File: src/rtl/cart_pkg.sv
//====================================================================
// Shared widths, download constants and enums for the cartridge
// download logic. All blocks refer to these through cart_pkg:: names.
//====================================================================

package cart_pkg;

	// Widths
	localparam int IO_ADDR_W   = 25;
	localparam int IO_DATA_W   = 16;
	localparam int MASK_W      = 24;
	localparam int WRAM_ADDR_W = 17;
	localparam int LBA_W       = 32;
	localparam int GG_CODE_W   = 128;
	localparam int SIZE_W      = 4;

	// Cartridge index, compared on the low six bits only
	localparam logic [5:0] IDX_CART = 6'd0;

	//====================================================================
	// Header locations
	//====================================================================

	// Copier header in front of the image
	localparam logic [IO_ADDR_W-1:0] HDR_BASE = 25'h000200;

	// Words written by the host loader at the start of the stream
	localparam logic [IO_ADDR_W-1:0] HDR_INFO_ADDR   = 25'h000000;
	localparam logic [IO_ADDR_W-1:0] HDR_REGION_ADDR = 25'h000002;

	// ROM-size byte per layout, RAM-size word sits 2 above
	localparam logic [IO_ADDR_W-1:0] HDR_LO      = 25'h007FD6;
	localparam logic [IO_ADDR_W-1:0] HDR_HI      = 25'h00FFD6;
	localparam logic [IO_ADDR_W-1:0] HDR_EXHI    = 25'h40FFD6;
	localparam logic [IO_ADDR_W-1:0] HDR_RAM_OFS = 25'h000002;

	localparam logic [SIZE_W-1:0] DEFAULT_ROM_SIZE = 4'hC;

	// Masks are (unit << size) - 1
	localparam logic [MASK_W-1:0] SIZE_UNIT = 24'd1024;

	//====================================================================
	// Enums
	//====================================================================

	typedef enum logic [2:0] {
		HDR_AUTO    = 3'd0,
		HDR_NONE    = 3'd1,
		HDR_LOROM   = 3'd2,
		HDR_HIROM   = 3'd3,
		HDR_EXHIROM = 3'd4
	} header_mode_e;

	typedef enum logic [1:0] {
		FILL_9966 = 2'd0,
		FILL_00FF = 2'd1,
		FILL_55   = 2'd2,
		FILL_FF   = 2'd3
	} fill_mode_e;

	typedef enum logic [0:0] {
		BK_IDLE = 1'b0,
		BK_XFER = 1'b1
	} bk_state_e;

endpackage
File: src/rtl/cart_loader.sv
//====================================================================
// Cartridge download control, top level. Decodes the host download
// index into cartridge and cheat-code streams and ties together
// header detection, cheat assembly, work-RAM clear and backup-RAM
// transfer.
//====================================================================

module cart_loader (
	input  logic                              clk_sys,
	input  logic                              reset,
	input  logic                              ioctl_download,
	input  logic [7:0]                        ioctl_index,
	input  logic [cart_pkg::IO_ADDR_W-1:0]    ioctl_addr,
	input  logic [cart_pkg::IO_DATA_W-1:0]    ioctl_dout,
	input  logic                              ioctl_wr,
	input  cart_pkg::header_mode_e            header_mode,
	input  cart_pkg::fill_mode_e              fill_mode,
	input  logic                              img_mounted,
	input  logic                              img_readonly,
	input  logic [63:0]                       img_size,
	input  logic                              bk_load_req,
	input  logic                              bk_save_req,
	input  logic                              sd_ack,
	output logic [7:0]                        rom_type,
	output logic                              rom_region,
	output logic [cart_pkg::MASK_W-1:0]       rom_mask,
	output logic [cart_pkg::MASK_W-1:0]       ram_mask,
	output logic [cart_pkg::GG_CODE_W-1:0]    gg_code,
	output logic                              gg_valid,
	output logic [cart_pkg::WRAM_ADDR_W-1:0]  fill_addr,
	output logic [7:0]                        fill_data,
	output logic                              fill_we,
	output logic                              clearing,
	output logic [cart_pkg::LBA_W-1:0]        sd_lba,
	output logic                              sd_rd,
	output logic                              sd_wr,
	output logic                              bk_busy,
	output logic                              bk_loading,
	output logic                              bk_enabled
);

	logic cart_download;
	logic code_download;
	logic load_start;

	// Index decode, cheats use the all-ones index
	assign cart_download = ioctl_download && ioctl_index[5:0] == cart_pkg::IDX_CART;
	assign code_download = ioctl_download && (&ioctl_index);

	rom_header_detect rom_header_detect_inst (
		.clk_sys       (clk_sys),
		.reset         (reset),
		.cart_download (cart_download),
		.ioctl_addr    (ioctl_addr),
		.ioctl_dout    (ioctl_dout),
		.ioctl_wr      (ioctl_wr),
		.header_mode   (header_mode),
		.rom_type      (rom_type),
		.rom_region    (rom_region),
		.rom_mask      (rom_mask),
		.ram_mask      (ram_mask)
	);

	cheat_code_loader cheat_code_loader_inst (
		.clk_sys       (clk_sys),
		.reset         (reset),
		.code_download (code_download),
		.ioctl_addr    (ioctl_addr[3:0]),
		.ioctl_dout    (ioctl_dout),
		.ioctl_wr      (ioctl_wr),
		.gg_code       (gg_code),
		.gg_valid      (gg_valid)
	);

	wram_clear wram_clear_inst (
		.clk_sys    (clk_sys),
		.reset      (reset),
		.load_start (load_start),
		.fill_mode  (fill_mode),
		.fill_addr  (fill_addr),
		.fill_data  (fill_data),
		.fill_we    (fill_we),
		.clearing   (clearing)
	);

	backup_sequencer backup_sequencer_inst (
		.clk_sys       (clk_sys),
		.reset         (reset),
		.cart_download (cart_download),
		.ram_mask      (ram_mask),
		.img_mounted   (img_mounted),
		.img_readonly  (img_readonly),
		.img_size      (img_size),
		.bk_load_req   (bk_load_req),
		.bk_save_req   (bk_save_req),
		.sd_ack        (sd_ack),
		.load_start    (load_start),
		.sd_lba        (sd_lba),
		.sd_rd         (sd_rd),
		.sd_wr         (sd_wr),
		.bk_busy       (bk_busy),
		.bk_loading    (bk_loading),
		.bk_enabled    (bk_enabled)
	);

endmodule

File: src/rtl/backup_sequencer.sv
//====================================================================
// Backup-RAM transfer sequencer. Tracks the cartridge download edges,
// enables backup RAM for a writable save image, and moves backup RAM
// to or from the SD card one 512-byte sector at a time, on request
// or automatically at the end of a cartridge load.
//====================================================================

module backup_sequencer (
	input  logic                          clk_sys,
	input  logic                          reset,
	input  logic                          cart_download,
	input  logic [cart_pkg::MASK_W-1:0]   ram_mask,
	input  logic                          img_mounted,
	input  logic                          img_readonly,
	input  logic [63:0]                   img_size,
	input  logic                          bk_load_req,
	input  logic                          bk_save_req,
	input  logic                          sd_ack,
	output logic                          load_start,
	output logic [cart_pkg::LBA_W-1:0]    sd_lba,
	output logic                          sd_rd,
	output logic                          sd_wr,
	output logic                          bk_busy,
	output logic                          bk_loading,
	output logic                          bk_enabled
);

	cart_pkg::bk_state_e              state;
	logic                             cart_dl_q;
	logic                             load_req_q;
	logic                             save_req_q;
	logic                             ack_q;
	logic                             auto_load;
	logic                             load_rise;
	logic                             save_rise;
	logic                             start_load;
	logic                             start_xfer;
	logic                             ack_rise;
	logic                             ack_fall;
	logic [cart_pkg::LBA_W-1:0]       lba_last;

	//====================================================================
	// Edge detection
	//====================================================================

	always_ff @(posedge clk_sys) begin
		if (reset) begin
			cart_dl_q  <= 1'b0;
			load_req_q <= 1'b0;
			save_req_q <= 1'b0;
			ack_q      <= 1'b0;
		end else begin
			cart_dl_q  <= cart_download;
			load_req_q <= bk_load_req;
			save_req_q <= bk_save_req;
			ack_q      <= sd_ack;
		end
	end

	assign load_start = cart_download & ~cart_dl_q;
	assign auto_load  = cart_dl_q & ~cart_download & (|img_size) & bk_enabled;
	assign load_rise  = bk_load_req & ~load_req_q & bk_enabled;
	assign save_rise  = bk_save_req & ~save_req_q & bk_enabled;
	assign start_load = auto_load | load_rise;
	assign start_xfer = start_load | save_rise;
	assign ack_rise   = sd_ack & ~ack_q;
	assign ack_fall   = ack_q & ~sd_ack;

	// One sector per 512 bytes of backup RAM
	assign lba_last = {{(cart_pkg::LBA_W - cart_pkg::MASK_W + 9){1'b0}},
		ram_mask[cart_pkg::MASK_W-1:9]};

	// Save image is mounted by the time the download runs
	always_ff @(posedge clk_sys) begin
		if (reset) begin
			bk_enabled <= 1'b0;
		end else if (load_start) begin
			bk_enabled <= 1'b0;
		end else if (cart_download && img_mounted && !img_readonly) begin
			bk_enabled <= |ram_mask;
		end
	end

	//====================================================================
	// Transfer FSM
	//====================================================================

	always_ff @(posedge clk_sys) begin
		if (reset) begin
			state      <= cart_pkg::BK_IDLE;
			bk_loading <= 1'b0;
			sd_lba     <= '0;
			sd_rd      <= 1'b0;
			sd_wr      <= 1'b0;
		end else begin
			// Request drops once the SD side takes it
			if (ack_rise) begin
				sd_rd <= 1'b0;
				sd_wr <= 1'b0;
			end

			case (state)
				cart_pkg::BK_IDLE: begin
					if (start_xfer) begin
						state      <= cart_pkg::BK_XFER;
						bk_loading <= start_load;
						sd_lba     <= '0;
						sd_rd      <= start_load;
						sd_wr      <= ~start_load;
					end
				end
				cart_pkg::BK_XFER: begin
					if (ack_fall) begin
						if (sd_lba >= lba_last) begin
							state      <= cart_pkg::BK_IDLE;
							bk_loading <= 1'b0;
						end else begin
							sd_lba <= sd_lba + 1'b1;
							sd_rd  <= bk_loading;
							sd_wr  <= ~bk_loading;
						end
					end
				end
			endcase
		end
	end

	assign bk_busy = (state == cart_pkg::BK_XFER);

endmodule

File: src/rtl/wram_clear.sv
//====================================================================
// Work-RAM clear. A load_start pulse starts one sweep over the whole
// 128 KB work RAM, one address per cycle, writing the selected
// power-on pattern. fill_data is decoded straight from fill_addr.
//====================================================================

module wram_clear (
	input  logic                              clk_sys,
	input  logic                              reset,
	input  logic                              load_start,
	input  cart_pkg::fill_mode_e              fill_mode,
	output logic [cart_pkg::WRAM_ADDR_W-1:0]  fill_addr,
	output logic [7:0]                        fill_data,
	output logic                              fill_we,
	output logic                              clearing
);

	logic sweep_last;

	assign sweep_last = &fill_addr;

	always_ff @(posedge clk_sys) begin
		if (reset) begin
			clearing  <= 1'b0;
			fill_addr <= '0;
		end else begin
			if (clearing && sweep_last) begin
				clearing <= 1'b0;
			end else if (load_start) begin
				clearing <= 1'b1;
			end

			// Address parks at zero between sweeps
			if (clearing) begin
				fill_addr <= fill_addr + 1'b1;
			end else begin
				fill_addr <= '0;
			end
		end
	end

	assign fill_we = clearing;

	// Pattern per console revision / flash cart
	always_comb begin
		case (fill_mode)
			cart_pkg::FILL_9966: fill_data = (fill_addr[8] ^ fill_addr[2]) ? 8'h66 : 8'h99;
			cart_pkg::FILL_00FF: fill_data = (fill_addr[9] ^ fill_addr[0]) ? 8'hFF : 8'h00;
			cart_pkg::FILL_55:   fill_data = 8'h55;
			default:             fill_data = 8'hFF;
		endcase
	end

endmodule

File: src/rtl/cheat_code_loader.sv
//====================================================================
// Cheat code assembly. Eight 16-bit words of a code download build
// one 128-bit code: flags, address, compare and replace values.
// gg_valid pulses for one cycle once the last word is stored.
//====================================================================

module cheat_code_loader (
	input  logic                            clk_sys,
	input  logic                            reset,
	input  logic                            code_download,
	input  logic [3:0]                      ioctl_addr,
	input  logic [cart_pkg::IO_DATA_W-1:0]  ioctl_dout,
	input  logic                            ioctl_wr,
	output logic [cart_pkg::GG_CODE_W-1:0]  gg_code,
	output logic                            gg_valid
);

	logic code_we;

	assign code_we = code_download & ioctl_wr;

	// Field words, stored the cycle after their write
	always_ff @(posedge clk_sys) begin
		if (code_we) begin
			case (ioctl_addr)
				4'd0:  gg_code[111:96]  <= ioctl_dout;
				4'd2:  gg_code[127:112] <= ioctl_dout;
				4'd4:  gg_code[79:64]   <= ioctl_dout;
				4'd6:  gg_code[95:80]   <= ioctl_dout;
				4'd8:  gg_code[47:32]   <= ioctl_dout;
				4'd10: gg_code[63:48]   <= ioctl_dout;
				4'd12: gg_code[15:0]    <= ioctl_dout;
				4'd14: gg_code[31:16]   <= ioctl_dout;
				default: ;
			endcase
		end
	end

	// Top replace word completes the code
	always_ff @(posedge clk_sys) begin
		if (reset) begin
			gg_valid <= 1'b0;
		end else begin
			gg_valid <= code_we && ioctl_addr == 4'd14;
		end
	end

endmodule

File: src/rtl/rom_header_detect.sv
//====================================================================
// ROM header detection. Watches cartridge download writes and picks
// out ROM type, region and the ROM and backup-RAM sizes, either from
// the loader's info word or from the internal header of the chosen
// layout. Masks follow the sizes one cycle later.
//====================================================================

module rom_header_detect (
	input  logic                            clk_sys,
	input  logic                            reset,
	input  logic                            cart_download,
	input  logic [cart_pkg::IO_ADDR_W-1:0]  ioctl_addr,
	input  logic [cart_pkg::IO_DATA_W-1:0]  ioctl_dout,
	input  logic                            ioctl_wr,
	input  cart_pkg::header_mode_e          header_mode,
	output logic [7:0]                      rom_type,
	output logic                            rom_region,
	output logic [cart_pkg::MASK_W-1:0]     rom_mask,
	output logic [cart_pkg::MASK_W-1:0]     ram_mask
);

	logic                           hdr_we;
	logic                           layout_en;
	logic [cart_pkg::IO_ADDR_W-1:0] size_addr;
	logic [cart_pkg::SIZE_W-1:0]    rom_size;
	logic [cart_pkg::SIZE_W-1:0]    ram_size;

	assign hdr_we = cart_download & ioctl_wr;

	// Address of the ROM-size byte for the forced layouts
	always_comb begin
		layout_en = 1'b1;
		size_addr = cart_pkg::HDR_LO + cart_pkg::HDR_BASE;
		case (header_mode)
			cart_pkg::HDR_LOROM:   size_addr = cart_pkg::HDR_LO + cart_pkg::HDR_BASE;
			cart_pkg::HDR_HIROM:   size_addr = cart_pkg::HDR_HI + cart_pkg::HDR_BASE;
			cart_pkg::HDR_EXHIROM: size_addr = cart_pkg::HDR_EXHI + cart_pkg::HDR_BASE;
			default:               layout_en = 1'b0;
		endcase
	end

	always_ff @(posedge clk_sys) begin
		if (reset) begin
			rom_size   <= cart_pkg::DEFAULT_ROM_SIZE;
			ram_size   <= '0;
			rom_type   <= 8'd0;
			rom_region <= 1'b0;
		end else if (hdr_we) begin
			if (ioctl_addr == cart_pkg::HDR_INFO_ADDR) begin
				rom_size <= cart_pkg::DEFAULT_ROM_SIZE;
				ram_size <= '0;
				// Loader info byte: RAM size high nibble, ROM size low
				if (header_mode == cart_pkg::HDR_AUTO && ioctl_dout[7:0] != 8'h00) begin
					{ram_size, rom_size} <= ioctl_dout[7:0];
				end
				case (header_mode)
					cart_pkg::HDR_AUTO:    rom_type <= ioctl_dout[15:8];
					cart_pkg::HDR_HIROM:   rom_type <= 8'd1;
					cart_pkg::HDR_EXHIROM: rom_type <= 8'd2;
					default:               rom_type <= 8'd0;
				endcase
			end

			if (ioctl_addr == cart_pkg::HDR_REGION_ADDR) begin
				rom_region <= ioctl_dout[8];
			end

			if (layout_en) begin
				if (ioctl_addr == size_addr) begin
					rom_size <= ioctl_dout[11:8];
				end
				if (ioctl_addr == size_addr + cart_pkg::HDR_RAM_OFS) begin
					ram_size <= ioctl_dout[3:0];
				end
			end
		end
	end

	// Masks trail the size registers by one cycle
	always_ff @(posedge clk_sys) begin
		rom_mask <= (cart_pkg::SIZE_UNIT << rom_size) - 1'b1;
		if (ram_size != '0) begin
			ram_mask <= (cart_pkg::SIZE_UNIT << ram_size) - 1'b1;
		end else begin
			ram_mask <= '0;
		end
	end

endmodule

File: config.mk
export PLATFORM = sky130hd
export DESIGN_NAME = cart_loader
export DESIGN_NICKNAME = d
export VERILOG_FILES = /design/src/rtl/cart_pkg.sv /design/src/rtl/cart_loader.sv /design/src/rtl/backup_sequencer.sv /design/src/rtl/wram_clear.sv /design/src/rtl/cheat_code_loader.sv /design/src/rtl/rom_header_detect.sv
export SDC_FILE = /design/constraint.sdc
export NUM_CORES = 1
export LEC_CHECK = 0
export ABC_AREA = 1
export BUFFER_PORTS_ARGS = -buffer_cell sky130_fd_sc_hd__buf_2
export CORE_AREA = 4 4 155 157
export CTS_BUF_LIST = sky130_fd_sc_hd__clkbuf_4 sky130_fd_sc_hd__clkbuf_8
export CTS_CLUSTER_DIAMETER = 40
export DETAILED_ROUTE_END_ITERATION = 8
export DIE_AREA = 0 0 159 161
export GPL_TIMING_DRIVEN = 0
export PLACE_DENSITY = 0.74
export SYNTH_ARGS = -nofsm -noshare
export SYNTH_HDL_FRONTEND = slang
export SYNTH_SLANG_ARGS = --single-unit
export TNS_END_PERCENT = 5
File: constraint.sdc
create_clock -name clk_sys -period 2.9 [get_ports clk_sys]
set_input_delay 0.58 -clock clk_sys [delete_from_list [all_inputs] [get_ports clk_sys]]
set_output_delay 0.58 -clock clk_sys [all_outputs]
set_load 0.005 [all_outputs]
==> reports/metrics.cfg <==
[clock_network]
cts_resized = 0
postCtsHoldBufs = 0
clk-insertion-delay-late_ps = 530
cts_setup_buffers = 0
root_buffer = clkbuf_8
clockBufferDepth = 3
cts.sinks = 234
cts_tree = done
cts_inserted_buffers = 40
path_clk_slew_ps = 50
cts_htree_levels = 2

[yosys]
ys_seq_area_share_pct = 60.6
synthAdderAreaFrac_pct = 2.54
yosysUniqueCellTypes = 51
avgSynthCellArea_sq_um = 9.77
synth-compound-area-share_pct = 5.15
synth_mux_area_share_pct = 0
synth_edf_count = 128
yosys_warnings = 0
ys.flop_type = edfxtp_1
ys_ff_latch = 234
synth_top_family_by_area = simple AND/OR/NAND/NOR gates
postSynthCellCount = 1007
synth_xor_area_share_pct = 2.14
ys_async_sr_fraction_pct = 0
yosys.area_share.simple_pct = 22.4
netlist_area_sq_um = 9840

[setup_path]
startpoint = wram_clear_inst.fill_addr[0]$_SDFF_PP0_
startpoint_type = flop
crit_slowest_cell = dfxtp_1
reg2reg_depth = 12
timing.critical_path.buf_inv = 1
worstPathRequired_ps = 3310
r2r_setup_slack_ps = 520
crit_chain = ha_1, nand2_1, nor2_1, nand2_1, nor2_1, nand3_1, nor3_1, nand4_1, nor4_1, ha_1, inv_1, nor2_1
crit_top_cell = nor2_1
cp_max_fo = 6
crit_family = simple AND/OR/NAND/NOR gates
crit_type = reg2reg
cpPeakStageDelay_ps = 470
timing.rr.start = wram_clear_inst.fill_addr[0]$_SDFF_PP0_
reg2reg_to = wram_clear_inst.fill_addr[16]$_SDFF_PP0_
cp.arrival_ps = 2780
worstSetupEndpointType = flop

[power_and_ir_drop]
p_total_mw = 6.83
vdd_ir_drop_max_uv = 262
p_leak_nw = 5.67
p_per_area_nw_per_um2 = 524

[drt]
wire_per_inst_microns = 16.8
wl_mm = 29.4
vias = 8538
drc = 0
drtPass1Iterations = 5
antenna_left = 0
viasPerCell = 4.88
drt_first_iter_violations = 574

[cells_and_area]
ff_latch_area_sq_um = 5970
drive_above_1_share_pct = 35.6
multi_input_area_sq_um = 3240
final_nets = 1578
fillerInstances = 1915
area_delta_synth_final_pct = 32.4

[die]
row_count = 55
die_y_microns = 161
core_sq_um = 22500
num_io_pins = 377
dieWidth_microns = 159
start_util_pct = 43.7
design.die.area_sq_um = 25600

[timing]
fin_skew_ps = 15.2
fin_ws_ps = 525
fin_crit_ps = 2380
tns_ps = 0
max_freq_mhz = 421
rsz0062_at_grt = false
report.final.slew_viol_count = 0
hold_slack_ps = 279
setup_viol = 0
maxSlewHeadroom_pct = 35.7
period_share_pct = 81.9
worstMarginPinSlew_ps = 964
hold_viol_final = 0

[placement]
dpl.hpwl_mm = 23.0
port_buffers = 364
routabilityCongestion = 0.914
pre_cts_ws_ps = -77.6

[global_route]
track_usage_pct = 22.2
grt_max_degree = 17
grt_first_pass_wirelength_mm = 45.4
antenna_found_initial = 1
grt_pass1_vias = 8286
grt_overflow_total = 0

[min_path]
hold_end = backup_sequencer_inst.load_req_q$_SDFF_PP0_
worst_hold_path.num_cells = 3
hp-start = bk_load_req
hp-class = in2reg

[run_status]
outcome = completed

[flow_run]
max_cap_violations = 0

layout make-up:
type | count | share of cell area, %
buffer | 42 | 2.18
multi-input combinational | 630 | 24.9
clock buffer | 54 | 5.27
tap | 285 | 2.74
timing repair buffer | 373 | 14.7
sequential | 234 | 45.8
antenna | 1 | 0.0192
inverter | 110 | 3.21
clock inverter | 19 | 1.24
kinds of logic (layout without fill, tap and decap cells):
group / after synthesis / in the layout
AND/OR/NAND/NOR: 491 / 491
XOR/XNOR: 24 / 24
adder cells (fa/ha/maj): 20 / 20
buffers and inverters: 152 / 598
flip-flops: 234 / 234
other: 1 / 11
AO/OA/AOI/OAI: 85 / 85
worst max-delay path by stage:
stage | endpoint | slack, ps | cells past startpoint
6_report | wram_clear_inst.fill_addr[16]$_SDFF_PP0_ | 520 | 12
5_1_grt | wram_clear_inst.fill_addr[16]$_SDFF_PP0_ | 310 | 12
4_1_cts | cheat_code_loader_inst.gg_code[11]$_DFFE_PP_ | 470 | 7
3_5_place_dp | cheat_code_loader_inst.gg_code[12]$_DFFE_PP_ | -80 | 7
3_3_place_gp | cheat_code_loader_inst.gg_code[124]$_DFFE_PP_ | -1510 | 5
2_1_floorplan | cheat_code_loader_inst.gg_code[112]$_DFFE_PP_ | -40 | 4
flip-flops by register name (all words and copies together) (netlist names), 4 cells and up:
name	cells
cheat_code_loader_inst.gg_code	128
backup_sequencer_inst.sd_lba	32
wram_clear_inst.fill_addr	17
rom_header_detect_inst.ram_mask	15
rom_header_detect_inst.rom_mask	14
rom_header_detect_inst.rom_type	8
rom_header_detect_inst.ram_size	4
rom_header_detect_inst.rom_size	4
Yosys cell counts (2+ instances only):
library cell / count / area share [%]
nor3_1: 25 / 1.3
o21ai_0: 22 / 1.1
a211oi_1: 2 / 0.15
nand2_1: 179 / 6.8
xor2_1: 17 / 1.5
buf_4: 25 / 1.9
o21bai_1: 2 / 0.15
buf_6: 2 / 0.23
inv_1: 102 / 3.9
nand4_1: 15 / 0.95
nor3_4: 2 / 0.33
o21a_1: 2 / 0.15
dfxtp_1: 106 / 22
ha_1: 20 / 2.5
a21oi_2: 11 / 0.98
nand3b_1: 6 / 0.46
inv_2: 4 / 0.15
a31oi_1: 2 / 0.13
o211ai_1: 3 / 0.23
nand2_2: 12 / 0.76
nand2_4: 2 / 0.23
edfxtp_1: 128 / 39
xnor2_1: 7 / 0.62
clkinv_1: 3 / 0.11
nor4_1: 8 / 0.51
clkbuf_1: 13 / 0.50
nor2_1: 159 / 6.1
nand3_2: 3 / 0.31
nand3_1: 67 / 3.4
a21oi_1: 36 / 1.8
nor2_2: 2 / 0.13
per-stage QoR:
stage,cell area [sq um],util (%),instances
3_5_place_dp,12200,54.1,1674
6_report,13000,57.9,1748
5_1_grt,13000,57.9,1748
2_1_floorplan,9880,-,1016
4_1_cts,13000,57.9,1747
3_3_place_gp,12100,53.6,1665
per-layer routing:
metal	vias to the layer above	global-route usage, %	part of all wire [%]
met4	0	9.15	3.7
met2	387	40.1	51
met3	71	3.96	6.2
met5	-	0	0
met1	3919	26.2	39
li1	4161	-	-
cells in the final DEF, fill, tap and decap left out, types with 9 or more instances in the layout:
cell	instances
a21oi_1	36
a21oi_2	11
buf_2	365
buf_4	31
clkbuf_1	13
clkbuf_4	9
clkbuf_8	45
clkinv_1	10
conb_1	10
dfxtp_1	106
edfxtp_1	128
ha_1	20
inv_1	102
nand2_1	179
nand2_2	12
nand3_1	67
nand4_1	15
nor2_1	154
nor3_1	25
o21ai_0	22
xor2_1	17
where the power goes:
group | leakage, nW | internal, mW | switching [mW] | total (mW)
clock network | 0.442 | 1.74 | 1.34 | 3.08
registers | 2.00 | 3.49 | 0.00138 | 3.50
logic | 3.23 | 0.104 | 0.146 | 0.250
total | 5.67 | 5.34 | 1.49 | 6.83
worst min-delay path, delay by kind of cell:
kind | cells | cell delay, ps
buffers and inverters | 2 | 110
AND/OR/NAND/NOR | 1 | 70
No activity file was read; power rests on OpenSTA's default activity.
